--- config.mk ---
export PLATFORM = sky130hd
export DESIGN_NAME = dequeue_fsm
export DESIGN_NICKNAME = d
export VERILOG_FILES = /design/src/logic/qsys_cfg_pkg.sv /design/src/logic/qsys_types_pkg.sv /design/src/logic/dequeue_fsm.sv
export SDC_FILE = /design/constraint.sdc
export NUM_CORES = 1
export LEC_CHECK = 0
export BUFFER_PORTS_ARGS = -buffer_cell sky130_fd_sc_hd__buf_4
export CORE_AREA = 10 10 78 67
export CTS_CLUSTER_DIAMETER = 150
export DETAILED_ROUTE_END_ITERATION = 8
export DIE_AREA = 0 0 88 77
export GPL_TIMING_DRIVEN = 0
export PLACE_DENSITY = 0.74
export SKIP_CTS_REPAIR_TIMING = 1
export SKIP_LAST_GASP = 1
export SYNTH_ARGS = -nofsm -noshare
export SYNTH_HDL_FRONTEND = slang
export SYNTH_SLANG_ARGS = --single-unit
--- constraint.sdc ---
create_clock -name core_clk_ifc -period 3.87 [get_ports core_clk_ifc]
set_input_delay 0.387 -clock core_clk_ifc [delete_from_list [all_inputs] [get_ports core_clk_ifc]]
set_output_delay 0.387 -clock core_clk_ifc [all_outputs]
set_load 0.05 [all_outputs]
--- src/logic/qsys_cfg_pkg.sv ---
/* Sizes and counts of the packet queue system */

package qsys_cfg_pkg;

    //////////////////////////////////////////////////////////////
    // Port and queue counts

    localparam int num_egr_ports = 4;

    // Priority 1 is served before priority 0
    localparam int num_prios = 2;

    localparam int num_queues = num_egr_ports * num_prios;

    //////////////////////////////////////////////////////////////
    // Storage sizes

    // Words per queue
    localparam int queue_depth = 16;

    // Longest packet the sources may send
    localparam int max_pkt_words = 8;

    localparam int data_width = 32;

endpackage

--- src/logic/qsys_types_pkg.sv ---
/* Vector types and the dequeue state encoding of the queue system */

package qsys_types_pkg;

    //////////////////////////////////////////////////////////////
    // Vector types

    typedef logic [qsys_cfg_pkg::data_width-1:0] data_t;

    typedef logic [$clog2(qsys_cfg_pkg::num_egr_ports)-1:0] egr_port_t;

    typedef logic [$clog2(qsys_cfg_pkg::num_prios)-1:0] prio_t;

    // Port in the upper bits, priority in the lowest bit
    typedef logic [$clog2(qsys_cfg_pkg::num_queues)-1:0] queue_id_t;

    typedef logic [$clog2(qsys_cfg_pkg::queue_depth)-1:0] q_ptr_t;

    // One extra bit, a full queue of one-word packets holds queue_depth of them
    typedef logic [$clog2(qsys_cfg_pkg::queue_depth):0] pkt_count_t;

    typedef logic [qsys_cfg_pkg::num_egr_ports-1:0] port_mask_t;

    //////////////////////////////////////////////////////////////
    // Dequeue FSM states

    typedef enum logic [1:0] {
        idle,
        pick,
        send
    } deq_state_t;

endpackage

--- src/logic/dequeue_fsm.sv ---
/* Round-robin port and strict-priority queue selection,
   word-by-word dequeue onto the registered output */

`timescale 1ns/1ps

module dequeue_fsm (
    input  logic                                   core_clk_ifc,
    input  logic                                   rst_n,
    input  logic [qsys_cfg_pkg::num_queues-1:0]    pkt_ready,
    input  qsys_types_pkg::port_mask_t             egr_buf_ready,
    input  qsys_types_pkg::data_t                  head_data,
    input  logic                                   head_last,
    output logic                                   rd_en,
    output qsys_types_pkg::queue_id_t              rd_queue,
    output logic                                   out_valid,
    output qsys_types_pkg::data_t                  out_data,
    output logic                                   out_last,
    output qsys_types_pkg::egr_port_t              out_egr_port
);

    qsys_types_pkg::deq_state_t state;

    // Last port served
    qsys_types_pkg::egr_port_t rr_ptr;

    qsys_types_pkg::queue_id_t  sel_queue;
    qsys_types_pkg::egr_port_t  sel_port;
    qsys_types_pkg::port_mask_t port_pending;
    qsys_types_pkg::egr_port_t  pick_cand;
    qsys_types_pkg::egr_port_t  pick_port;
    qsys_types_pkg::prio_t      pick_prio;
    logic                       pick_found;

    //////////////////////////////////////////////////////////////
    // Selection

    always_comb begin
        for (int p = 0; p < qsys_cfg_pkg::num_egr_ports; p++) begin
            port_pending[p] = |pkt_ready[p*qsys_cfg_pkg::num_prios +: qsys_cfg_pkg::num_prios];
        end
    end

    // Scan ports starting after rr_ptr, the served port comes last
    always_comb begin
        pick_port  = rr_ptr;
        pick_found = 1'b0;
        pick_cand  = rr_ptr;
        for (int i = 1; i <= qsys_cfg_pkg::num_egr_ports; i++) begin
            pick_cand = rr_ptr + qsys_types_pkg::egr_port_t'(i);
            if (!pick_found && port_pending[pick_cand]) begin
                pick_port  = pick_cand;
                pick_found = 1'b1;
            end
        end
        // High priority wins within the port
        pick_prio = pkt_ready[{pick_port, 1'b1}] ? 1'b1 : 1'b0;
    end

    assign sel_port = qsys_types_pkg::egr_port_t'(sel_queue >> 1);
    assign rd_queue = sel_queue;
    assign rd_en    = (state == qsys_types_pkg::send) && egr_buf_ready[sel_port];

    //////////////////////////////////////////////////////////////
    // State machine

    always_ff @(posedge core_clk_ifc or negedge rst_n) begin
        if (!rst_n) begin
            state     <= qsys_types_pkg::idle;
            rr_ptr    <= qsys_types_pkg::egr_port_t'(qsys_cfg_pkg::num_egr_ports - 1);
            sel_queue <= '0;
        end else begin
            case (state)
                qsys_types_pkg::idle: begin
                    if (|pkt_ready) begin
                        state <= qsys_types_pkg::pick;
                    end
                end
                qsys_types_pkg::pick: begin
                    if (pick_found) begin
                        sel_queue <= {pick_port, pick_prio};
                        rr_ptr    <= pick_port;
                        state     <= qsys_types_pkg::send;
                    end else begin
                        state <= qsys_types_pkg::idle;
                    end
                end
                qsys_types_pkg::send: begin
                    // Stay here while the port is stalled
                    if (rd_en && head_last) begin
                        state <= qsys_types_pkg::idle;
                    end
                end
                default: state <= qsys_types_pkg::idle;
            endcase
        end
    end

    //////////////////////////////////////////////////////////////
    // Output register

    always_ff @(posedge core_clk_ifc or negedge rst_n) begin
        if (!rst_n) begin
            out_valid <= 1'b0;
            out_last  <= 1'b0;
        end else begin
            out_valid <= rd_en;
            out_last  <= rd_en && head_last;
        end
    end

    always_ff @(posedge core_clk_ifc) begin
        if (rd_en) begin
            out_data     <= head_data;
            out_egr_port <= sel_port;
        end
    end

    // Queue being sent keeps a whole packet counted until its last word leaves
    a_send_has_packet: assert property (
        @(posedge core_clk_ifc) disable iff (!rst_n)
        (state == qsys_types_pkg::send) |-> pkt_ready[sel_queue]
    );

endmodule

# --- After elaboration in Yosys (flattened, before gate mapping) ---
# Cells that the tools add are included.
totals:
  ff_bits: 43
  out_inout_bits: 40
  inputBits: 47
  elab_cells: 61
classes:
  n_reduce_logical: 16
  n_eq_ne: 4
  addsub: 3
  order_cmp: 6
  muxes: 25
ops:
  columns: ["cell", "count"]
  rows:
  - ["less-than comparator 2 x 3 -> 1 bit (second input constant)", 5]
  - ["2-to-1 mux 2 bit", 7]
  - ["binary-select mux 1 bit (select 2 bit)", 6]
  - ["2-to-1 mux 1 bit", 11]
  - ["OR reduction 2 bit", 4]
  - ["OR reduction 8 bit", 1]
  - ["one-hot mux 2 bit (3 select lines)", 1]
  - ["logical AND 1 bit", 5]
  - ["adder 2 bit (second input constant)", 2]
  - ["less-than comparator 3 x 4 -> 1 bit (second input constant)", 1]
  - ["AND reduction 2 bit", 2]
  - ["zero test 1 bit", 3]
  - ["adder 2 x 1 -> 2 bit (second input constant)", 1]
  - ["== test 2 x 1 -> 1 bit (second input constant)", 1]
  - ["== test 2 bit (second input constant)", 1]
  - ["zero test 2 bit", 1]
  - ["!= test 2 x 1 -> 1 bit (second input constant)", 1]
  - ["!= test 2 bit (second input constant)", 1]

# --- Depth between registers and ports, before layout ---
# Gate-level depths: netlist of the first run.
depth:
  depth_word: 16
  depth_mapped: 5
  mapped_depth_nobuf: 5

# --- Least setup slack after synthesis of the first run ---
# OpenSTA, ideal clock, no wires.
synth_path:
  path_kind: "register to register"
  start: "register sel_queue[1], in the netlist rd_queue[1]"
  end: "register state[1]"
  required_ps: 3742
  arrival_time_ps: 3634
  path_stages_with_launch: 5
  synth_period_minus_slack_ps: 3762
  setup_time_ps: 128
  n_path_buf: 0
  setup_slack_ps: 108
  cell_sequence: "dfrtp_1 > mux4_2 > nor2b_1 > and2_1 > o21ai_0"
synth_between:
  elab_chain_cells: 6
synth_rtl:
  columns: ["element", "line_no", "rtl"]
  rows:
  - ["start: declaration", "dequeue_fsm.sv:26", "qsys_types_pkg::queue_id_t sel_queue;"]
  - ["start signal: assignment", "dequeue_fsm.sv:80", "sel_queue <= {pick_port, pick_prio};"]
  - ["binary-select mux 1 bit (select 2 bit)", "dequeue_fsm.sv:61", "assign rd_en = (state == qsys_types_pkg::send) && egr_buf_ready[sel_port];"]
  - ["2-to-1 mux 1 bit (not written as such)", "dequeue_fsm.sv:61", null]
  - ["logical AND 1 bit", "dequeue_fsm.sv:61", null]
  - ["named net rd_en", "dequeue_fsm.sv:13", "output logic rd_en,"]
  - ["logical AND 1 bit", "dequeue_fsm.sv:89", "if (rd_en && head_last) begin"]
  - ["!= test 2 x 1 -> 1 bit (no line)", null, null]
  - ["AND reduction 2 bit (no line)", null, null]
  - ["end signal: assignment", "dequeue_fsm.sv:68", "state <= qsys_types_pkg::idle;"]
  - ["end signal: assignment", "dequeue_fsm.sv:90", "state <= qsys_types_pkg::idle;"]
  - ["end signal: assignment", "dequeue_fsm.sv:93", "default: state <= qsys_types_pkg::idle;"]
  - ["end: declaration", "dequeue_fsm.sv:21", "qsys_types_pkg::deq_state_t state;"]
# The timed path passes the listed nets, and every way through them passes these cells. The select of a mux whose other input is x is not followed.
# A chain may end at the register's enable or synchronous reset.

# --- Final worst setup path of the first run ---
layout_path:
  start: "register sel_queue[1], in the netlist rd_queue[1]"
  end: "output port rd_en"
layout_between:
  elab_chain_cells: 3
layout_rtl:
  columns: ["element", "line_no"]
  rows:
  - ["binary-select mux 1 bit (select 2 bit)", "dequeue_fsm.sv:61"]
  - ["2-to-1 mux 1 bit (not written as such)", "dequeue_fsm.sv:61"]
  - ["logical AND 1 bit", "dequeue_fsm.sv:61"]
  - ["end: declaration", "dequeue_fsm.sv:13"]
# No other way between the ends. The select of a mux whose other input is x is not followed.

==> impl_metrics.csv, run 1 <==
group,metric,value,unit
critical_path,critPathMaxFanout,37,
global_routing,grt.total_usage,11.5,%
timing,max_freq,381,MHz
power,p_per_area,780,nW/µm²
final_layout,multiInputGateArea,303,µm²
cts,cts.sinks,43,
critical_path,path_class,"flop to output pin",
die,die-area,6780,µm²
die,die_x,88,µm
critical_path,slowest_stage,"nor2b_4",
cts,cts_inserted_buffers,5,
detailed_routing,drtPass1Iterations,4,
critical_path,cp-start-kind,"flop",
placed_design,hpwlAfterDp,3.25,mm
yosys,synth-edff-count,34,
critical_path,cp.required,3.48,ns
final_layout,layout.nets,225,
power,peakVddDrop,545,µV
critical_path,cp_top_family,"simple AND/OR/NAND/NOR gates",
cts,clk_pin_slew_worst_paths,0.08,ns
global_routing,grt_pass1_wl,6.07,mm
timing,tightestPinTransition,1.01,ns
die,chipHeight,77,µm
final_layout,final_cell_area,2350,µm²
detailed_routing,ant_nets,0,
yosys,synthFlopType,"edfxtp_1",
final_layout,fin_util,63.8,%
yosys,synth-xor-area-share,0,%
placed_design,post_dp_cell_area,2250,µm²
timing,setup_viol,0,
yosys,synthTopCellsByCount,"34 x edfxtp_1, 16 x nor2_1, 7 x dfrtp_1",
critical_path,max_stage_delay,0.81,ns
yosys,synth_top_family_by_area,"simple AND/OR/NAND/NOR gates",
detailed_routing,drtIter0Drc,61,
placed_design,portBuffers,86,
detailed_routing,wl,4.03,mm
yosys,synth_most_common_cell,"edfxtp_1",
status,status,"completed",
detailed_routing,drc,0,
yosys,synth-compound-area-share,7.94,%
timing,fin_crit,2.63,ns
critical_path,worstPathCellList,"mux4_2, nor2b_4, buf_4",
placed_design,dp_slack,1.56,ns
yosys,synthArstFlopShare,20.9,%
die,start_util,42.0,%
timing,hold_slack,0.273,ns
detailed_routing,num_vias,1112,
global_routing,grt_max_degree,38,
global_routing,grt-ovfl-total,0,
timing,clock-skew-final,0.00392,ns
power,p_leak,0.989,nW
die,rows,20,
detailed_routing,via_per_inst,4.99,
timing,slew_violations,0,
final_layout,stdcell_count,223,
yosys,synth_cells,84,
yosys,synth_top_area_share,66.1,%
power,internal_power,1.06,mW
final_layout,n_antenna_cell,0,
power,pwr-share-comb,45.4,%
timing,layout_setup_ws,1.24,ns
yosys,syn_nets,131,
yosys,synthAdderAreaFrac,0,%
cts,cts-root-buf,"clkbuf_8",
cts,clk_latency,0.28,ns
timing,fin_crit_sh,67.9,%
final_layout,register_area,1250,µm²
flow_run,timing.max_cap.violations,0,
timing,grt_setup_unrepaired,"no",
yosys,synth_seq_cells,43,
placed_design,gp_congestion,0.770,
yosys,ys_seq_area_share,80.9,%
yosys,syn_avg_cell_area,18.4,µm²
power,clkPwrFrac,14.6,%
yosys,synth_area,1540,µm²
yosys,muxShareOfSynthArea,2.19,%
timing,fin_setup_tns,0,ns
final_layout,area_growth,52.0,%
critical_path,cp.arrival,2.24,ns
global_routing,grt_pass1_vias,1216,
detailed_routing,wire_per_inst,18.0,µm
yosys,synth_area_leader_cell,"edfxtp_1",
power,p_sw_share,42.2,%
timing,hold_viol_final,0,
power,p_switching,0.772,mW
placed_design,placedCellCount,214,
timing,slew_headroom,32.6,%
critical_path,worstSetupEndpointType,"output pin",
yosys,synth_area_leaders,"edfxtp_1 66%, dfrtp_1 11%, nor2_1 3.9%",
yosys,synthSimpleGateAreaFrac,9.00,%
power,power,1.83,mW
yosys,yosysWarningCount,0,
die,ioPinCount,87,
yosys,synth.distinct_cells,26,
final_layout,fill_cells,286,
global_routing,antenna_found_initial,0,
power,seq_power_share,40.0,%
final_layout,drive_gt1_share,58.1,%
critical_path,path_buf_inv,1,
cts,h-tree-depth,2,
worst_hold_path,hold_class,"input port to flop",
cts,cts_tree,"done",
die,core,3680,µm²
cts,cts_max_path_buffers,2,
==> worst reg2reg max path, cell delays in order (launching register included) <==
cell     delay, ns
dfrtp_1       0.43
mux4_2        0.35
nor2b_4       0.81
and2_1        0.29
o21ai_0       0.08
==> metal layers <==
layer | up-vias | wire length (µm) | global-route usage (%) | share of wire, %
met5 | - | 0 | 0 | 0
met4 | 0 | 27 | 3.34 | 0.67
met3 | 6 | 503 | 5.60 | 12
met2 | 69 | 1940 | 19.0 | 48
met1 | 527 | 1550 | 12.5 | 39
li1 | 510 | - | - | -
==> placed cells by master (no fill, tap or decap) <==
master / count
buf_4: 86
a31oi_1: 1
o311ai_2: 1
nor2b_4: 1
clkbuf_8: 5
o21ai_1: 1
clkinv_2: 1
and2_1: 3
nor4_2: 1
and2_4: 1
nor2b_1: 1
clkbuf_1: 1
nand2b_1: 1
dfstp_2: 2
clkinvlp_4: 1
o41ai_2: 1
o211ai_1: 1
dfrtp_1: 7
a221o_1: 1
o22ai_2: 1
or2_4: 1
dlygate4sd3_1: 1
mux2_1: 1
edfxtp_1: 34
a2bb2oi_1: 1
o21ai_0: 1
nand2_1: 1
a2bb2oi_2: 1
nor2_1: 16
nor3b_1: 1
a32o_1: 1
mux4_2: 1
o311a_1: 1
==> logic make-up after synthesis <==
| group | count (synthesis) |
|---|---|
| simple gates | 27 |
| flops | 43 |
| compound gates | 12 |
| mux | 2 |
==> cell type report <==
| cell class | count | area share (%) |
|---|---|---|
| multi-input cells | 41 | 12.9 |
| clock inverters | 2 | 0.533 |
| repair buffers | 87 | 27.9 |
| well taps | 44 | 2.35 |
| flip-flops and latches | 43 | 53.2 |
| clock buffers | 6 | 3.09 |
==> final timing paths <==
path	start	endpoint	slack, ns	depth (start not counted)
max reg2reg	rd_queue[1]	state[1]	1.79	4
min reg2reg	state[0]	state[0]	0.48	1
max	rd_queue[1]	rd_en	1.24	3
min in group asynchronous	rst_n	rd_queue[0]	0.46	2
max in group asynchronous	rst_n	rr_ptr[0]	3.20	2
min	head_data[4]	out_data[4]	0.27	1
==> state kept, by name, summed over array words and instances (netlist names) <==
signal        count
state             2
out_egr_port      2
out_last          1
out_data         32
rr_ptr            2
rd_queue          3
out_valid         1
==> power by group through the flow <==
stage	clock, mW	combinational, mW	sequential [mW]
global placement	0	0.814	0.744
global route	0.298	0.875	0.749
floorplan	0	0.221	1.09
finish	0.268	0.831	0.733
CTS	0.279	0.838	0.734
detailed placement	0	0.837	0.744
Note: power is estimated with default switching activity, not from simulation.
==> run 2: changes to the inputs <==
ABC_AREA = 1   (was not set)
CORE_AREA = 10 10 82 70   (was 10 10 78 67)
DIE_AREA = 0 0 92 80   (was 0 0 88 77)
PLACE_DENSITY = 0.73   (was 0.74)
clock period = 2.75 ns   (was 3.87 ns; I/O delays follow)
==> run 2 against run 1 <==
Against the previous run:
- critical endpoint unchanged
- total power increased by 64%
- sequential share of layout area decreased by 5.1 points
- critical path type unchanged
- synthesized cell count increased by 71%
- synthesized area increased by 14%
==> impl_metrics.csv, run 2 <==
group,metric,value,unit
final_layout,stdcell_count,297,
flow_run,timing.max_cap.violations,0,
placed_design,hpwlAfterDp,3.75,mm
yosys,synth-compound-area-share,2.20,%
final_layout,mostFrequentLayoutCells,"86 x buf_4, 41 x nand2_1, 34 x edfxtp_1",
detailed_routing,drtPass1Iterations,4,
cts,cts-root-buf,"clkbuf_8",
critical_path,cp-start-kind,"flop",
critical_path,regToRegSetupSlack,0.55,ns
critical_path,cp.arrival,2.12,ns
final_layout,largest_reg_flops,32,
cts,cts_tree,"done",
yosys,synth.distinct_cells,19,
critical_path,critPathMaxFanout,18,
cts,cts.sinks,43,
global_routing,grt.total_usage,11.9,%
final_layout,multiInputGateArea,472,µm²
yosys,synthArstFlopShare,20.9,%
yosys,ys_seq_area_share,70.8,%
critical_path,cp.required,2.48,ns
final_layout,fin_util,63.3,%
detailed_routing,drtIter0Drc,92,
detailed_routing,wl,4.82,mm
die,chipHeight,80,µm
worst_hold_path,hold_class,"input port to flop",
timing,setup_viol,0,
global_routing,grt-ovfl-total,0,
timing,fin_crit,2.39,ns
yosys,synth-xor-area-share,0,%
die,die_x,92,µm
final_layout,layout.nets,286,
placed_design,portBuffers,86,
final_layout,register_area,1250,µm²
timing,tightestPinTransition,0.929,ns
final_layout,layout_commonest_cell,"buf_4",
cts,h-tree-depth,2,
power,p_per_area,1160,nW/µm²
die,ioPinCount,87,
global_routing,antenna_found_initial,0,
critical_path,worstPathCellList,"inv_1, nor2_1, o32ai_1, inv_1, nor2_4, buf_4",
final_layout,n_antenna_cell,0,
yosys,synth_area_leaders,"edfxtp_1 58%, dfrtp_1 9.9%, nand2_1 8.7%",
critical_path,cp_top_family,"buffers and inverters",
timing,slew_headroom,38.0,%
timing,slew_violations,0,
detailed_routing,via_per_inst,4.66,
yosys,synthTopCellsByCount,"41 x nand2_1, 34 x edfxtp_1, 10 x nand2_2, 10 x nand3_1, 10 x nor2_1",
power,power,3.01,mW
global_routing,grt_pass1_wl,6.83,mm
cts,cts_inserted_buffers,5,
final_layout,area_growth,47.2,%
placed_design,post_dp_cell_area,2490,µm²
global_routing,grt_max_degree,37,
timing,clock-skew-final,0.00728,ns
timing,fin_crit_sh,87.0,%
global_routing,grt_pass1_vias,1307,
critical_path,cp_common_cell,"inv_1",
yosys,yosysWarningCount,0,
die,die-area,7360,µm²
placed_design,gp_congestion,0.776,
yosys,synth_top_family_by_area,"simple AND/OR/NAND/NOR gates",
power,p_leak,1.17,nW
critical_path,max_stage_delay,0.47,ns
timing,max_freq,418,MHz
timing,fin_setup_tns,0,ns
detailed_routing,num_vias,1383,
yosys,synth_top_area_share,57.9,%
yosys,synthFlopType,"edfxtp_1",
timing,grt_setup_unrepaired,"no",
yosys,syn_nets,191,
critical_path,worstSetupEndpointType,"output pin",
critical_path,slowest_stage,"nor2_4",
yosys,synth-edff-count,34,
critical_path,path_buf_inv,3,
yosys,synthAdderAreaFrac,0,%
yosys,syn_avg_cell_area,12.3,µm²
yosys,synth_seq_cells,43,
die,rows,21,
critical_path,path_class,"flop to output pin",
yosys,synth_cells,144,
die,start_util,43.0,%
final_layout,largest_register,"out_data",
cts,cts_max_path_buffers,2,
final_layout,final_cell_area,2600,µm²
detailed_routing,wire_per_inst,16.2,µm
status,status,"completed",
yosys,synth_area_leader_cell,"edfxtp_1",
yosys,synth_most_common_cell,"nand2_1",
power,peakVddDrop,781,µV
yosys,muxShareOfSynthArea,0,%
detailed_routing,ant_nets,0,
yosys,synth_area,1760,µm²
cts,clk_pin_slew_worst_paths,0.08,ns
timing,hold_viol_final,0,
timing,hold_slack,0.161,ns
final_layout,drive_gt1_share,49.2,%
placed_design,placedCellCount,287,
yosys,synthSimpleGateAreaFrac,23.8,%
detailed_routing,drc,0,
placed_design,dp_slack,0.414,ns
final_layout,fill_cells,341,
timing,layout_setup_ws,0.359,ns
die,core,4100,µm²
cts,clk_latency,0.28,ns
[run 2: cell count changes after synthesis, sizes merged, moves of 2 or more]
cell,change
a2bb2oi,-2
o21ai,+4
nor3,+2
and2,-4
nor2b,-2
nand3,+13
nand4,+4
nor2,-6
nand2,+54
inv,+7
clkinv,+2
[run 2: cell families after synthesis]
logic type,Yosys count
AND/OR/NAND/NOR,84
buffers and inverters,10
AO/OA/AOI/OAI,7
flip-flops,43
[run 2: path summary, 6_finish.rpt]
| path | start | to | depth (start not counted) |
|---|---|---|---|
| setup / recovery | rd_queue[1] | rd_en | 6 |
| hold reg to reg | state[0] | state[0] | 1 |
| max in group asynchronous | rst_n | rr_ptr[1] | 2 |
| hold / removal | head_data[9] | out_data[9] | 1 |
| min in group asynchronous | rst_n | state[0] | 2 |
| setup reg to reg | rd_queue[1] | out_data[23] | 5 |
[run 2: layout make-up]
cell class | count | area share, %
sequential | 43 | 48.1
timing repair buffer | 87 | 25.3
multi-input combinational | 92 | 18.2
clock buffer | 7 | 3.33
tap | 57 | 2.75
inverter | 9 | 1.78
buffer | 1 | 0.434
clock inverter | 1 | 0.193
[run 2: where the power goes]
part	internal (mW)	total [mW]	switching [mW]
clock	0.203	0.398	0.195
sequential	0.948	1.03	0.0818
combinational	0.442	1.58	1.14
[run 2: routing by layer]
metal	GRT usage (%)	share of wire, %	vias to the layer above
li1	-	-	682
met1	12.4	38	644
met2	21.2	53	51
met3	5.17	7.0	6
met4	3.69	1.8	0
met5	0	0	-
[run 2: worst register-to-register path, stage by stage, from the launching register on]
cell and delay, ns:
dfrtp_1 0.41, inv_1 0.11, nor2_1 0.05, o32ai_1 0.30
inv_1 0.19, nor2_2 0.76
