## src/logic/qsys_cfg_pkg.sv

```systemverilog
/* Sizes and counts of the packet queue system */

package qsys_cfg_pkg;

    //////////////////////////////////////////////////////////////
    // Port and queue counts

    localparam int num_egr_ports = 4;

    // Priority 1 is served before priority 0
    localparam int num_prios = 2;

    localparam int num_queues = num_egr_ports * num_prios;

    //////////////////////////////////////////////////////////////
    // Storage sizes

    // Words per queue
    localparam int queue_depth = 16;

    // Longest packet the sources may send
    localparam int max_pkt_words = 8;

    localparam int data_width = 32;

endpackage

```

## src/logic/qsys_types_pkg.sv

```systemverilog
/* Vector types and the dequeue state encoding of the queue system */

package qsys_types_pkg;

    //////////////////////////////////////////////////////////////
    // Vector types

    typedef logic [qsys_cfg_pkg::data_width-1:0] data_t;

    typedef logic [$clog2(qsys_cfg_pkg::num_egr_ports)-1:0] egr_port_t;

    typedef logic [$clog2(qsys_cfg_pkg::num_prios)-1:0] prio_t;

    // Port in the upper bits, priority in the lowest bit
    typedef logic [$clog2(qsys_cfg_pkg::num_queues)-1:0] queue_id_t;

    typedef logic [$clog2(qsys_cfg_pkg::queue_depth)-1:0] q_ptr_t;

    // One extra bit, a full queue of one-word packets holds queue_depth of them
    typedef logic [$clog2(qsys_cfg_pkg::queue_depth):0] pkt_count_t;

    typedef logic [qsys_cfg_pkg::num_egr_ports-1:0] port_mask_t;

    //////////////////////////////////////////////////////////////
    // Dequeue FSM states

    typedef enum logic [1:0] {
        idle,
        pick,
        send
    } deq_state_t;

endpackage

```

## src/logic/packet_counts.sv

```systemverilog
/* Count of whole packets waiting in each queue */

`timescale 1ns/1ps

module packet_counts (
    input  logic                                   core_clk_ifc,
    input  logic                                   rst_n,
    input  logic                                   pkt_in,
    input  qsys_types_pkg::queue_id_t              pkt_in_queue,
    input  logic                                   pkt_out,
    input  qsys_types_pkg::queue_id_t              pkt_out_queue,
    output logic [qsys_cfg_pkg::num_queues-1:0]    pkt_ready
);

    qsys_types_pkg::pkt_count_t counts [qsys_cfg_pkg::num_queues];

    logic [qsys_cfg_pkg::num_queues-1:0] in_sel;
    logic [qsys_cfg_pkg::num_queues-1:0] out_sel;

    assign in_sel  = pkt_in  ? (qsys_cfg_pkg::num_queues'(1) << pkt_in_queue)  : '0;
    assign out_sel = pkt_out ? (qsys_cfg_pkg::num_queues'(1) << pkt_out_queue) : '0;

    //////////////////////////////////////////////////////////////
    // Counters

    always_ff @(posedge core_clk_ifc or negedge rst_n) begin
        if (!rst_n) begin
            for (int q = 0; q < qsys_cfg_pkg::num_queues; q++) begin
                counts[q] <= '0;
            end
        end else begin
            for (int q = 0; q < qsys_cfg_pkg::num_queues; q++) begin
                // A packet may complete and leave the same queue in one cycle
                case ({in_sel[q], out_sel[q]})
                    2'b10:   counts[q] <= counts[q] + 1'b1;
                    2'b01:   counts[q] <= counts[q] - 1'b1;
                    default: counts[q] <= counts[q];
                endcase
            end
        end
    end

    always_comb begin
        for (int q = 0; q < qsys_cfg_pkg::num_queues; q++) begin
            pkt_ready[q] = (counts[q] != '0);
        end
    end

    //////////////////////////////////////////////////////////////
    // Assertions

    // Last word leaves only from a queue whose packet was fully stored
    a_no_underflow: assert property (
        @(posedge core_clk_ifc) disable iff (!rst_n)
        pkt_out |-> (counts[pkt_out_queue] != '0)
    );

endmodule

```

## config.mk

```make
export PLATFORM = sky130hd
export DESIGN_NAME = packet_counts
export DESIGN_NICKNAME = d
export VERILOG_FILES = /design/src/logic/qsys_cfg_pkg.sv /design/src/logic/qsys_types_pkg.sv /design/src/logic/packet_counts.sv
export SDC_FILE = /design/constraint.sdc
export NUM_CORES = 1
export LEC_CHECK = 0
export BUFFER_PORTS_ARGS = -buffer_cell sky130_fd_sc_hd__buf_2
export CAP_MARGIN = 40
export CORE_MARGIN = 3
export CORE_UTILIZATION = 60
export CTS_BUF_LIST = sky130_fd_sc_hd__clkbuf_4 sky130_fd_sc_hd__clkbuf_8
export CTS_CLUSTER_DIAMETER = 200
export CTS_CLUSTER_SIZE = 25
export DETAILED_ROUTE_END_ITERATION = 10
export GPL_TIMING_DRIVEN = 0
export HOLD_SLACK_MARGIN = 0.06
export PLACE_DENSITY = 0.81
export RECOVER_POWER = 100
export SLEW_MARGIN = 40
export SYNTH_ARGS = -nofsm -noshare
export SYNTH_HDL_FRONTEND = slang
export SYNTH_SLANG_ARGS = --single-unit
export TNS_END_PERCENT = 10
```

## constraint.sdc

```tcl
create_clock -name core_clk_ifc -period 2.4 [get_ports core_clk_ifc]
set_input_delay 0.12 -clock core_clk_ifc [delete_from_list [all_inputs] [get_ports core_clk_ifc]]
set_output_delay 0.12 -clock core_clk_ifc [all_outputs]
set_load 0.03 [all_outputs]
```

# After elaboration in Yosys (flattened, before gate mapping)
# Index checks and enable logic that the tools add are counted.
word_totals:
  regBits: 40
  latchBits: 0
  ram_bits: 0
  romBits: 0
  input_bits: 10
  output_inout_bits: 8
  wordCells: 68
  memories: 0
classes:
  n_addsub: 16
  n_mul: 0
  div: 0
  n_lt_le_gt_ge: 0
  n_eq_ne: 16
  shift: 2
  mux: 10
  bitwise: 0
  n_reduce_logical: 16
op_table:
  columns: ["cell", "count"]
  rows:
  - ["5-bit case mux with 2 select lines", 8]
  - ["5-bit by 1-bit adder with 5-bit output (second input constant)", 8]
  - ["5-bit nonzero test", 8]
  - ["5-bit by 1-bit subtractor with 5-bit output (second input constant)", 8]
  - ["2-bit by 1-bit == test with 1-bit output (second input constant)", 8]
  - ["2-bit == test (second input constant)", 8]
  - ["8-bit two-way mux", 2]
  - ["2-bit nonzero test", 8]
  - ["1-bit by 3-bit << shifter with 8-bit output (first input constant)", 2]

# Depth between registers and ports, before layout
# Gate-level depths: netlist of run 1.
logic_depth:
  depth_word: 4
  ltp_mapped: 10
  depth_no_buf: 9

# Least setup slack after synthesis of run 1
# Ideal clock, no wire load.
synth_timing:
  path_type: "input to register"
  from: "input pkt_in"
  to: "register counts[24] in the netlist's numbering"
  setup_ns: 0.079
  arrival_time_ns: 1.757
  slack_ns: 0.563
  cell_stages: 10
  path_buffers: 1
  path_cell_list: "nor2b_1 -> nand3_1 -> ha_1 -> buf_2 -> xor2_1 -> ha_1 -> nor2b_1 -> a31oi_1 -> o32ai_1 -> xor2_1"
synth_between:
  elab_chain_cells: 3
  elab_cells_between_ends: 5
  cone_classes: "eq/ne: 2; mux: 2; reduce/logical: 1"
synth_rtl:
  columns: ["element", "line_no", "rtl"]
  rows:
  - ["from (decl)", "packet_counts.sv:8", "input logic pkt_in,"]
  - ["8-bit two-way mux (*)", "packet_counts.sv:20", "assign in_sel = pkt_in ? (qsys_cfg_pkg::num_queues'(1) << pkt_in_queue) : '0;"]
  - ["2-bit by 1-bit == test with 1-bit output / 2-bit == test (equally long branches)", "packet_counts.sv:34", "case ({in_sel[q], out_sel[q]})"]
  - ["5-bit case mux with 2 select lines / 2-bit nonzero test (equally long branches)", null, null]
  - ["to (signal, indexed assignment)", "packet_counts.sv:35", "2'b10: counts[q] <= counts[q] + 1'b1;"]
  - ["to (signal, indexed assignment)", "packet_counts.sv:36", "2'b01: counts[q] <= counts[q] - 1'b1;"]
  - ["to (signal, indexed assignment)", "packet_counts.sv:37", "default: counts[q] <= counts[q];"]
  - ["to (decl)", "packet_counts.sv:15", "qsys_types_pkg::pkt_count_t counts [qsys_cfg_pkg::num_queues];"]
# Mark *: on every way between the ends. The rest lies on a longest branch, timed or not.
# A chain may end at the register's enable or synchronous reset.

# Final worst setup path of run 1
layout_timing:
  from: "input pkt_out_queue[1]"
  to: "register counts[14] in the netlist's numbering"
layout_between:
  elab_chain_cells: 4
  elab_cells_between_ends: 6
  cone_classes: "eq/ne: 2; shift: 1; mux: 2; reduce/logical: 1"
layout_rtl:
  columns: ["element", "line_no", "rtl"]
  rows:
  - ["from (decl)", "packet_counts.sv:11", "input qsys_types_pkg::queue_id_t pkt_out_queue,"]
  - ["1-bit by 3-bit << shifter with 8-bit output (*)", "packet_counts.sv:21", "assign out_sel = pkt_out ? (qsys_cfg_pkg::num_queues'(1) << pkt_out_queue) : '0;"]
  - ["8-bit two-way mux (*)", "packet_counts.sv:21", null]
  - ["2-bit by 1-bit == test with 1-bit output / 2-bit == test (equally long branches)", "packet_counts.sv:34", null]
  - ["5-bit case mux with 2 select lines / 2-bit nonzero test (equally long branches)", null, null]
# Marks and branches as above.

==> results.env, run 1 <==
STATUS='finished clean'
ROUTE.DETAILED.VIAS_PER_INST=5.74
END_KIND='flip-flop'
SKEW_PS=6.87
CTS_BUFFERS=5
CTSLONGESTPATHBUFFERS=2
CLKLATENCYLATEPIN_PS=300
AREAGROWTHSYNTHTOFINISH_PCT=8.41
RR_STARTPOINT='counts[16]'
CORE_AR_SQ_UM=4850
FINAL_NET_COUNT=403
REG_TOP3='counts: 40 flops'
GRT_SETUP_UNREPAIRED='false'
FIRST_GLOBAL_VIAS=2361
IRDROPWORSTVDD_V=0.000704
PLACED_CELLS_INCL_TAPS=423
PRECTSSETUPSLACK_PS=89.1
POST_SYNTH_AND_OR_NAND_NOR_AREA_FRACTION_PCT=21.3
NETLIST_AREA_SQ_UM=3080
CHIPHEIGHT_UM=77.6
TRITONCTS_CLOCK_TREE='built'
CORE.ROWCOUNT=25
YOSYS-TOP-CELLS-AREA='sky130_fd_sc_hd__dfrtp_1 33%, sky130_fd_sc_hd__ha_1 12%, sky130_fd_sc_hd__xor2_1 11%'
POSTROUTEANTENNANETS=0
AVGROUTEDWIREPERCELL_UM=13.4
WORSTREGTOREGCELLS=6
MAX_SLEW.WORST_PIN.SLEW_PS=1030
CTS.SINK_COUNT=40
FILL_CELL_COUNT=394
SYNTH-ASYNC-RESET-RATIO_PCT=100
FRACTION_OF_LAYOUT_CELLS_WITH_A_SIZE_SUFFIX_ABOVE_1_PCT=9.32
MIN_TCLK_POST_ROUTE_PS=2030
MIN_PERIOD_OVER_PERIOD_PCT=84.7
LARGEST_REG_FLOPS=40
HOLD_END='counts[10]'
FINAL.SETUP.TNS_PS=0
CRITICAL_PATH.STARTPOINT_TYPE='input port'
FINAL_REPLACE_WEIGHTED_CONGESTION=0.835
SEQ_AREA_SQ_UM=1000
CLKSLEWWORSTSETUPHOLDPATHS_PS=80
GRT_REMAINING_OVERFLOW=0
CP_DATA_REQUIRED_TIME_PS=2630
WORSTSETUPPATHTYPE='in2reg'
WORST_HOLD_STARTPOINT='pkt_in_queue[2]'
DRT-TOTAL-WL_UM=5800
CTSROOTBUFFERMASTER='sky130_fd_sc_hd__clkbuf_8'
REPORT.FINAL.SLEW_VIOL_COUNT=0
IO_BUFFERS=17
GRT_FIRST_PASS_WIRELENGTH_UM=10300
SYNTH_MUX_AREA_SHARE_PCT=3.90
ARRIVAL_TIME_OF_DATA_AT_THE_CRITICAL_PATH_ENDPOINT_PS=2270
SYNTH_EDF_COUNT=0
POWER.TOTAL_W=0.00347
DRC_VIOLATION_COUNT_AFTER_ROUTING=0
SYNTH_TOP_FAMILY_BY_AREA='simple AND/OR/NAND/NOR gates'
SHARE_OF_SYNTHESIZED_CELL_AREA_IN_FULL_ADDER_HALF_ADDER_AND_MAJORITY_CELLS_PCT=11.8
REGTOREGENDPOINT='counts[19]'
INITIAL_UTILIZATION_PCT=63.5
MIN_DELAY_PATH_DEPTH=4
DR.PASS1.ITERS=4
SYNTH.LIB_CELLS_USED.DISTINCT=34
ANTENNA_FOUND_INITIAL=0
DIEAREA_SQ_UM=6030
GR-USAGE-ALL-LAYERS_PCT=21.0
FINISH.CELL_COUNT_WITHOUT_FILLERS=432
DP_HPWL_UM=4150
CHIPWIDTH_UM=77.6
COMPOUND_GATE_PORTION_OF_THE_SYNTHESIZED_AREA_PCT=12.4
CLOCK.FMAX_GHz=0.492
SYNTHESIS.YOSYS.WARNINGS=0
POSTLAYOUTCOREUTIL_PCT=68.9
POST_CTS.REPAIR.SETUP_BUFFERS=0
SYNTH_XOR_XNOR_AREA_SHARE_PCT=13.7
LEAKAGE_nW=1.46
LARGEST_NET_DEGREE_AT_THE_START_OF_GLOBAL_ROUTING=41
CELLPOWERDENSITY_nW_PER_UM2=1040
HOLD_PATH.CLASS='in2reg'
SYNTH_TOP_AREA_CELL='sky130_fd_sc_hd__dfrtp_1'
DRT_ITER0_DRC=141
ROUTED-VIA-COUNT=2481
SYN_INST=339
RELSLEWSLACK_PCT=31.2
MAXCAPVIOLCOUNT=0
SYNTHESIS_STAGE_REGISTER_BIT_COUNT=40
NUM_IO_PINS=18
MULTI_INPUT_AREA_SQ_UM=1930
INSERTEDDIODECOUNT=0
H-TREE-DEPTH=2
CTS_RESIZED=0
YS_SEQ_AREA_SHARE_PCT=32.5
COUNT_OF_ENDPOINTS_FAILING_SETUP_IN_THE_FINAL_REPORT=0
YS.FLOP_TYPE='sky130_fd_sc_hd__dfrtp_1'
FIN_WS_PS=367
CRITPATHMAXFANOUT=7
REGISTER_WITH_THE_MOST_FLIP_FLOPS='counts'
SYNTH.TOP_CELL.AREA_SHARE_PCT=32.5
SETUP.REG_TO_REG.WORST_SLACK_PS=640
NUMBER_OF_NETS_IN_THE_SYNTHESIZED_NETLIST=378
HOLD_VIOL=0
SYNTH_AREA_PER_CELL_SQ_UM=9.08
==> Yosys cell counts (3+ instances only) <==
cell type                  number
sky130_fd_sc_hd__nand2b_1       4
sky130_fd_sc_hd__o311ai_0       6
sky130_fd_sc_hd__nand4_1        3
sky130_fd_sc_hd__buf_2         20
sky130_fd_sc_hd__nor2_1        39
sky130_fd_sc_hd__a21o_1         6
sky130_fd_sc_hd__nand4b_1       8
sky130_fd_sc_hd__a21oi_1       10
sky130_fd_sc_hd__mux2_2         8
sky130_fd_sc_hd__mux2i_1        3
sky130_fd_sc_hd__xor2_1        39
sky130_fd_sc_hd__xnor2_1        9
sky130_fd_sc_hd__clkbuf_1       5
sky130_fd_sc_hd__nor3b_1        7
sky130_fd_sc_hd__dfrtp_1       40
sky130_fd_sc_hd__o21ai_0       16
sky130_fd_sc_hd__nand2_1       21
sky130_fd_sc_hd__nand3_1       10
sky130_fd_sc_hd__a31oi_1        7
sky130_fd_sc_hd__nor2b_1        9
sky130_fd_sc_hd__ha_1          29
sky130_fd_sc_hd__a32oi_1        5
sky130_fd_sc_hd__nor3_1        14
sky130_fd_sc_hd__and3b_1        5
==> metrics by stage <==
step | cell area (sq um) | hold WS, ps
2_1_floorplan | 3080 | -176
3_3_place_gp | 3250 | 304
3_5_place_dp | 3250 | 139
4_1_cts | 3370 | 352
5_1_grt | 3340 | 452
6_report | 3340 | 409
==> worst max-delay path by stage <==
stage | start | endpoint | slack (ps) | cells after the start
4_1_cts | pkt_in | counts[24] | 400 | 11
5_1_grt | pkt_out | counts[19] | 140 | 11
6_report | pkt_out_queue[1] | counts[14] | 370 | 11
2_1_floorplan | pkt_in | counts[24] | 560 | 10
3_5_place_dp | pkt_in | counts[24] | 90 | 11
3_3_place_gp | pkt_in | counts[24] | 170 | 11
==> logic make-up after synthesis <==
family | after synthesis
DFF | 40
AOI/OAI and AO/OA | 58
buffers and inverters | 28
and+or+nand+nor | 125
adders and majority gates | 29
muxes | 11
xor gates and xnor gates | 48
==> where the power goes <==
group	switching (W)	total (W)	internal (W)
combinational	0.000897	0.00161	0.000712
clock	0.000255	0.000562	0.000308
sequential	0.000285	0.00129	0.00101
==> cell usage in the layout (no fill, tap or decap), types with 5 or more instances in the layout <==
| master | n |
|---|---|
| sky130_fd_sc_hd__nand3_1 | 10 |
| sky130_fd_sc_hd__ha_1 | 29 |
| sky130_fd_sc_hd__clkbuf_8 | 5 |
| sky130_fd_sc_hd__nand4b_1 | 8 |
| sky130_fd_sc_hd__a21oi_1 | 10 |
| sky130_fd_sc_hd__buf_2 | 16 |
| sky130_fd_sc_hd__mux2_2 | 8 |
| sky130_fd_sc_hd__a21o_1 | 6 |
| sky130_fd_sc_hd__o21ai_0 | 16 |
| sky130_fd_sc_hd__nor2_1 | 39 |
| sky130_fd_sc_hd__dfrtp_1 | 40 |
| sky130_fd_sc_hd__o311ai_0 | 7 |
| sky130_fd_sc_hd__nor3_1 | 14 |
| sky130_fd_sc_hd__a32oi_1 | 5 |
| sky130_fd_sc_hd__a31oi_1 | 7 |
| sky130_fd_sc_hd__clkbuf_1 | 25 |
| sky130_fd_sc_hd__and3b_1 | 5 |
| sky130_fd_sc_hd__xnor2_1 | 9 |
| sky130_fd_sc_hd__nor3b_1 | 7 |
| sky130_fd_sc_hd__nand2_1 | 21 |
| sky130_fd_sc_hd__nor2b_1 | 9 |
| sky130_fd_sc_hd__xor2_1 | 39 |
==> critical path: stages <==
cell,delay [ps]
sky130_fd_sc_hd__clkbuf_1,120
sky130_fd_sc_hd__nand2b_1,170
sky130_fd_sc_hd__nor2_1,180
sky130_fd_sc_hd__ha_1,180
sky130_fd_sc_hd__clkbuf_1,290
sky130_fd_sc_hd__xor2_1,190
sky130_fd_sc_hd__ha_1,200
sky130_fd_sc_hd__nor2b_1,210
sky130_fd_sc_hd__a31oi_1,110
sky130_fd_sc_hd__o32ai_1,310
sky130_fd_sc_hd__xor2_1,180
==> layout make-up <==
type | instances | share of cell area [%]
multi-input cells | 271 | 57.9
flip-flops and latches | 40 | 30.0
plain buffers | 26 | 3.64
well taps | 67 | 2.51
repair buffers | 18 | 2.36
clock buffers | 5 | 2.06
clock inverters | 3 | 1.27
inverters | 2 | 0.225
==> layer usage <==
| metal | part of all wire, % | global-route usage [%] | up-vias |
|---|---|---|---|
| met5 | 0 | 0 | - |
| met4 | 1.0 | 6.94 | 0 |
| met3 | 3.2 | 5.34 | 7 |
| met2 | 49 | 35.2 | 28 |
| met1 | 47 | 26.4 | 1200 |
| li1 | - | - | 1246 |
==> timing repair <==
item                                   in CTS  in global routing
endpoints found under the hold margin      40                  0
hold buffers                                1                  0
setup endpoints to repair                   0                  0
Power figures use the tool's default switching activity.
==> run 2: changes to the inputs <==
Settings changed: ABC_AREA set to 1, CORE_UTILIZATION 60 to 57, PLACE_DENSITY 0.81 to 0.8.
Clock period 2.4 ns to 1.65 ns, I/O delays scaled along.
==> results.env, run 2 <==
STATUS='finished clean'
POWER.CLOCK.FRACTION_PCT=13.6  # -2.6 points
SYN_INST=466  # +37%
MIN_PERIOD_OVER_PERIOD_PCT=94.1
DR.PASS1.ITERS=4  # unchanged
SYNTH_TOP_AREA_CELL='sky130_fd_sc_hd__dfrtp_1'
CRITICAL_PATH.STARTPOINT_TYPE='flip-flop'
COUNT_OF_ENDPOINTS_FAILING_SETUP_IN_THE_FINAL_REPORT=0  # unchanged
SYNTHESIS.YOSYS.WARNINGS=0  # unchanged
YS.FLOP_TYPE='sky130_fd_sc_hd__dfrtp_1'
CORE_AR_SQ_UM=5240  # +8.0%
LARGEST_NET_DEGREE_AT_THE_START_OF_GLOBAL_ROUTING=41  # unchanged
CTS_BUFFERS=5  # unchanged
GRT_SETUP_UNREPAIRED='true'
GRT_REMAINING_OVERFLOW=0  # unchanged
HOLD_PATH.CLASS='in2reg'
SYNTHESIS_STAGE_REGISTER_BIT_COUNT=40  # unchanged
FINAL.SETUP.TNS_PS=0  # unchanged
GRT_FIRST_PASS_WIRELENGTH_UM=11000  # +6.5%
DP_HPWL_UM=4690  # +13%
CHIPHEIGHT_UM=80.4  # +3.6%
CTS.SINK_COUNT=40  # unchanged
LARGEST_REG_FLOPS=40  # unchanged
TRITONCTS_CLOCK_TREE='built'
MAXCAPVIOLCOUNT=0  # unchanged
COMMONEST_NON_FILL_NON_TAP_CELL_IN_THE_LAYOUT='sky130_fd_sc_hd__nand2_1'
RELSLEWSLACK_PCT=32.8  # +1.6 points
REG_TOP3='counts: 40 flops'
AVGROUTEDWIREPERCELL_UM=11.0  # -18%
LEADING_CELL_TYPE_BY_NUMBER_OF_INSTANCES_AFTER_SYNTHESIS='sky130_fd_sc_hd__nand2_1'
SEQUENTIAL_CELL_FRACTION_OF_TOTAL_POWER_PCT=40.2  # +2.9 points
AREAGROWTHSYNTHTOFINISH_PCT=8.17
NETSWITCHINGPOWER_W=0.00228  # +59%
NUM_IO_PINS=18  # unchanged
YOSYS-TOP-CELLS-AREA='sky130_fd_sc_hd__dfrtp_1 32%, sky130_fd_sc_hd__nand2_1 22%, sky130_fd_sc_hd__ha_1 11%'
CP_DATA_REQUIRED_TIME_PS=1570  # -1060 ps
CORE.ROWCOUNT=26  # +4.0%
NETLIST_AREA_SQ_UM=3160  # +2.5%
LAYOUT.CELLS.MOST_COMMON_LIST='181 x sky130_fd_sc_hd__nand2_1, 65 x sky130_fd_sc_hd__inv_1, 40 x sky130_fd_sc_hd__nand3_1, 40 x sky130_fd_sc_hd__dfrtp_1, 26 x sky130_fd_sc_hd__nor2_1'
POST_SYNTH_MOST_FREQUENT_CELLS='181 x sky130_fd_sc_hd__nand2_1, 59 x sky130_fd_sc_hd__inv_1, 40 x sky130_fd_sc_hd__dfrtp_1'
INITIAL_UTILIZATION_PCT=60.2  # -3.3 points
POSTLAYOUTCOREUTIL_PCT=65.2  # -3.7 points
NUMBER_OF_NETS_IN_THE_SYNTHESIZED_NETLIST=505  # +34%
LEAKAGE_nW=1.95  # +33%
REGISTER_WITH_THE_MOST_FLIP_FLOPS='counts'
HOLD_VIOL=0  # unchanged
FRACTION_OF_LAYOUT_CELLS_WITH_A_SIZE_SUFFIX_ABOVE_1_PCT=8.54  # -0.78 points
FIN_WS_PS=96.6  # -270 ps
WORST_HOLD_STARTPOINT='pkt_in_queue[1]'
YS_SEQ_AREA_SHARE_PCT=31.7  # -0.79 points
WORSTSETUPPATHTYPE='reg2out'
HOLD_SLACK_FINAL_PS=379  # -29.9 ps
MIN_TCLK_POST_ROUTE_PS=1550
SW_FRAC_OF_TOTAL_PCT=46.0  # +4.5 points
CRITPATHMAXFANOUT=4  # -3
CHIPWIDTH_UM=80.4  # +3.6%
POSTROUTEANTENNANETS=0  # unchanged
ANTENNA_FOUND_INITIAL=0  # unchanged
DRC_VIOLATION_COUNT_AFTER_ROUTING=0  # unchanged
INTERNAL_POWER_W=0.00268  # +32%
CTSROOTBUFFERMASTER='sky130_fd_sc_hd__clkbuf_8'
DRT_ITER0_DRC=123  # -13%
GR-USAGE-ALL-LAYERS_PCT=21.0  # -0.023 points
FIRST_GLOBAL_VIAS=2735  # +16%
REPORT.FINAL.SLEW_VIOL_COUNT=0  # unchanged
SYNTH-ASYNC-RESET-RATIO_PCT=100  # unchanged
SYNTH_EDF_COUNT=0  # unchanged
CLKLATENCYLATEPIN_PS=300  # about the same
SKEW_PS=6.56  # -0.306 ps
CLKSLEWWORSTSETUPHOLDPATHS_PS=80  # about the same
DIEAREA_SQ_UM=6460  # +7.2%
CLOCK.FMAX_GHz=0.644
CTSLONGESTPATHBUFFERS=2  # unchanged
FINAL_NET_COUNT=530  # +32%
FINAL_REPLACE_WEIGHTED_CONGESTION=0.896  # +7.4%
SYNTH.LIB_CELLS_USED.DISTINCT=21  # -38%
RR_STARTPOINT='counts[21]'
PRECTSSETUPSLACK_PS=-198  # -288 ps
DRT-TOTAL-WL_UM=6200  # +6.9%
CRITICAL_PATH.STARTPOINT='counts[12]'
SYNTH.TOP_CELL.AREA_SHARE_PCT=31.7  # -0.79 points
ROUTED-VIA-COUNT=2901  # +17%
IO_BUFFERS=17  # unchanged
ARRIVAL_TIME_OF_DATA_AT_THE_CRITICAL_PATH_ENDPOINT_PS=1470  # -800 ps
SYNTH_AREA_PER_CELL_SQ_UM=6.77  # -25%
INSERTEDDIODECOUNT=0  # unchanged
POWER.SHARE.COMBINATIONAL_PCT=46.2  # -0.2 points
H-TREE-DEPTH=2  # unchanged
IRDROPWORSTVDD_V=0.000930  # +32%
CELLPOWERDENSITY_nW_PER_UM2=1450  # +40%
ROUTE.DETAILED.VIAS_PER_INST=5.16  # -10%
END_KIND='output port'
MAX_SLEW.WORST_PIN.SLEW_PS=1010  # -23.8 ps
## run 2: cell count changes after synthesis, moves of 8 or more
cell and delta:
sky130_fd_sc_hd__nand2_1 +160, sky130_fd_sc_hd__inv_1 +57, sky130_fd_sc_hd__xor2_1 -34, sky130_fd_sc_hd__nand3_1 +27, sky130_fd_sc_hd__buf_2 -20, sky130_fd_sc_hd__nor2_1 -15, sky130_fd_sc_hd__inv_2 +14, sky130_fd_sc_hd__nor2b_1 -9
sky130_fd_sc_hd__nor3_1 -9, sky130_fd_sc_hd__mux2_2 -8, sky130_fd_sc_hd__nand4b_1 -8
## run 2: power by group through the flow
stage | sequential (W) | combinational (W) | clock (W)
after CTS | 0.00199 | 0.00235 | 0.000705
after floorplan | 0.00188 | 0.00191 | 0
after global placement | 0.00199 | 0.00223 | 0
after global routing | 0.00207 | 0.00266 | 0.000744
final | 0.00199 | 0.00229 | 0.000676
after detailed placement | 0.00200 | 0.00233 | 0
## run 2: cell families after synthesis
group	synth area share [%]
fa+ha+maj	11.5
buf+inv	8.68
simple gates	37.4
xor+xnor	4.44
compound gates	6.26
flops	31.7
## run 2: metrics by stage
step | instance area (sq um) | total power [W] | std cells
floorplan | 3160 | 0.00379 | 466
global placement | 3330 | 0.00422 | 553
detailed placement | 3330 | 0.00433 | 553
CTS | 3430 | 0.00504 | 562
global route | 3410 | 0.00547 | 562
finish | 3410 | 0.00496 | 562
## run 2: cell type report
class	count	area (sq um)
Clock buffer	6	82.6
Clock inverter	2	10.0
Fill cell	460	1820
Inverter	73	274
Multi-Input combinational cell	353	1870
Sequential cell	40	1000
Tap cell	70	87.6
Timing Repair Buffer	18	87.6
## run 2: worst max-delay path, stage by stage, from the launching register on
cell	delay [ps]
sky130_fd_sc_hd__dfrtp_1	400
sky130_fd_sc_hd__inv_1	110
sky130_fd_sc_hd__nand2_1	70
sky130_fd_sc_hd__or4_1	400
sky130_fd_sc_hd__buf_2	190
## run 2: layer usage
layer	vias to the layer above	wire length [um]	global-route usage (%)
li1	1502	-	-
met1	1329	2840	25.0
met2	62	3020	37.7
met3	8	267	3.92
met4	0	74	7.09
met5	-	0	0
## run 2: what timing repair did
item                                   4_1_cts  5_1_grt
buffers inserted                             0        0
hold buffers                                 1        0
resized for setup                            0        5
setup endpoints to repair                    0        7
endpoints found under the hold margin       40        0
## run 2: path summary, 6_finish.rpt
check,depth (start not counted),slack (ps),endpoint
min in group asynchronous,2,480,counts[23]
max,4,100,pkt_ready[5]
min reg2reg,2,520,counts[14]
max reg2reg,9,220,counts[24]
min,5,380,counts[10]
max in group asynchronous,2,550,counts[37]
==> run 3: changes to the inputs <==
Settings changed: PLACE_DENSITY 0.8 to 0.78.
==> results.env, run 3 (synthesis results as in run 2) <==
MET3_LENGTH_UM=212  # -21%
DR.PASS1.ITERS=5  # +1
NUM_IO_PINS=18  # unchanged
HOLD_SLACK_FINAL_PS=386  # +6.71 ps
CP_DATA_REQUIRED_TIME_PS=1570  # about the same
MIN_PERIOD_OVER_PERIOD_PCT=94.4  # +0.23 points
AREAGROWTHSYNTHTOFINISH_PCT=8.01
ROUTE.LAYER.MET1.WL_UM=2850  # +0.42%
REPORT.FINAL.SLEW_VIOL_COUNT=0  # unchanged
CLOCK.FMAX_GHz=0.642  # -0.24%
CORE.ROWCOUNT=26  # unchanged
CRITICAL-PATH-MAX-STAGE-DELAY_PS=400  # about the same
CRITICAL_PATH.STARTPOINT_TYPE='flip-flop'
ARRIVAL_TIME_OF_DATA_AT_THE_CRITICAL_PATH_ENDPOINT_PS=1470  # about the same
MIN_DELAY_PATH_DEPTH=5  # unchanged
WORST_HOLD_STARTPOINT='pkt_in_queue[1]'
REGISTER_WITH_THE_MOST_FLIP_FLOPS='counts'
DP_HPWL_UM=4750  # +1.3%
CTS_BUFFERS=5  # unchanged
CTS.SINK_COUNT=40  # unchanged
GRT_REMAINING_OVERFLOW=0  # unchanged
FINAL_NET_COUNT=530  # unchanged
ROUTE.DETAILED.VIAS_PER_INST=5.10  # -1.2%
ROUTED-VIA-COUNT=2867  # -1.2%
END_KIND='output port'
CORE_AR_SQ_UM=5240  # unchanged
FIRST_GLOBAL_VIAS=2615  # -4.4%
CTSLONGESTPATHBUFFERS=2  # unchanged
RELSLEWSLACK_PCT=32.0  # -0.82 points
FIN_WS_PS=92.8  # -3.72 ps
POST_CTS.REPAIR.SETUP_BUFFERS=0  # unchanged
RR_STARTPOINT='counts[6]'
H-TREE-DEPTH=2  # unchanged
DRT-TOTAL-WL_UM=6120  # -1.4%
HOLD_PATH.CLASS='in2reg'
FINAL_REPLACE_WEIGHTED_CONGESTION=0.879  # -2.0%
WORSTSETUPPATHTYPE='reg2out'
LARGEST_REG_FLOPS=40  # unchanged
GRT_FIRST_PASS_WIRELENGTH_UM=10900  # -0.45%
REGTOREGENDPOINT='counts[9]'
CHIPWIDTH_UM=80.4  # unchanged
COMMONEST_NON_FILL_NON_TAP_CELL_IN_THE_LAYOUT='sky130_fd_sc_hd__nand2_1'
REG_TOP3='counts: 40 flops'
FRACTION_OF_LAYOUT_CELLS_WITH_A_SIZE_SUFFIX_ABOVE_1_PCT=7.72  # -0.81 points
WL_MET2_UM=2970  # -1.6%
LARGEST_NET_DEGREE_AT_THE_START_OF_GLOBAL_ROUTING=41  # unchanged
MAX_SLEW.WORST_PIN.SLEW_PS=1020  # +12.2 ps
INSERTEDDIODECOUNT=0  # unchanged
STATUS='finished clean'
LEAKAGE_nW=1.95  # +0.33%
TOPROUTINGLAYERUSED='met4'
WORSTREGTOREGCELLS=11  # +2
GRT_SETUP_UNREPAIRED='true'
GR-USAGE-ALL-LAYERS_PCT=21.0  # -0.023 points
COUNT_OF_ENDPOINTS_FAILING_SETUP_IN_THE_FINAL_REPORT=0  # unchanged
ANTENNA_FOUND_INITIAL=0  # unchanged
POSTROUTEANTENNANETS=0  # unchanged
CPMAXSTAGEDELAYCELL='sky130_fd_sc_hd__dfrtp_1'
CLKSLEWWORSTSETUPHOLDPATHS_PS=80  # about the same
HOLD_VIOL=0  # unchanged
TRITONCTS_CLOCK_TREE='built'
PRECTSSETUPSLACK_PS=-219  # -20.4 ps
DRT_ITER0_DRC=105  # -15%
SKEW_PS=9.48  # +2.92 ps
AVGROUTEDWIREPERCELL_UM=10.9  # -1.4%
CLKLATENCYLATEPIN_PS=290  # about the same
CRITPATHMAXFANOUT=4  # unchanged
CHIPHEIGHT_UM=80.4  # unchanged
CELLPOWERDENSITY_nW_PER_UM2=1450  # -0.22%
CTSROOTBUFFERMASTER='sky130_fd_sc_hd__clkbuf_8'
HOLD_END='counts[10]'
MAXCAPVIOLCOUNT=0  # unchanged
LAYOUT.CELLS.MOST_COMMON_LIST='182 x sky130_fd_sc_hd__nand2_1, 66 x sky130_fd_sc_hd__inv_1, 40 x sky130_fd_sc_hd__dfrtp_1'
MIN_TCLK_POST_ROUTE_PS=1560  # +3.72 ps
CRIT_PATH_CELL_TRACE='inv_1 > nand2_1 > or4_1 > buf_2'
IO_BUFFERS=17  # unchanged
IRDROPWORSTVDD_V=0.000795  # -15%
DIEAREA_SQ_UM=6460  # unchanged
DRC_VIOLATION_COUNT_AFTER_ROUTING=0  # unchanged
SETUP.REG_TO_REG.WORST_SLACK_PS=210  # about the same
INITIAL_UTILIZATION_PCT=60.2  # unchanged
run 3: routing by layer:
layer | up-vias | track usage [%]
met1 | 1297 | 26.3
met5 | - | 0
li1 | 1516 | -
met4 | 0 | 5.24
met3 | 7 | 4.71
met2 | 47 | 36.3
run 3: what timing repair did:
| action | in CTS | in global routing |
|---|---|---|
| setup endpoints to repair | 0 | 4 |
| resized for setup | 0 | 2 |
| endpoints found under the hold margin | 40 | 0 |
| hold buffers | 1 | 0 |
run 3: worst max-delay path by stage:
stage                     start           end  slack (ps)  depth (start not counted)
2_1_floorplan            pkt_in    counts[24]         140                         13
3_3_place_gp    pkt_in_queue[2]    counts[24]        -160                         13
3_5_place_dp    pkt_in_queue[2]    counts[24]        -220                         13
4_1_cts              counts[12]  pkt_ready[5]          90                          4
5_1_grt        pkt_out_queue[2]    counts[24]         -10                         15
6_report             counts[17]  pkt_ready[4]          90                          4
run 3: cell type report:
type / instances / area [sq um]
multi-input cells: 353 / 1870
fillers: 458 / 1830
flip-flops and latches: 40 / 1000
inverters: 73 / 274
repair buffers: 18 / 87.6
well taps: 70 / 87.6
clock buffers: 6 / 82.6
clock inverters: 2 / 10.0
run 3: report_power, final:
| group | internal, W | switching [W] |
|---|---|---|
| sequential | 0.00146 | 0.000535 |
| clock | 0.000334 | 0.000341 |
| combinational | 0.000883 | 0.00139 |
run 3: critical path, delay by kind of cell, from the launching register on:
kind	cells	cell delay, ps
AND/OR/NAND/NOR	2	470
buffers and inverters	2	300
flip-flops	1	400
run 3: stage by stage:
step | std cells | TNS (ps) | instance area (sq um) | total power [W] | util, %
after floorplan | 466 | 0 | 3160 | 0.00379 | -
final | 562 | 0 | 3410 | 0.00494 | 65.1
after CTS | 562 | 0 | 3430 | 0.00503 | 65.6
after global placement | 553 | -883 | 3330 | 0.00423 | 63.5
after global routing | 562 | -17.3 | 3410 | 0.00546 | 65.1
after detailed placement | 553 | -1410 | 3330 | 0.00433 | 63.6
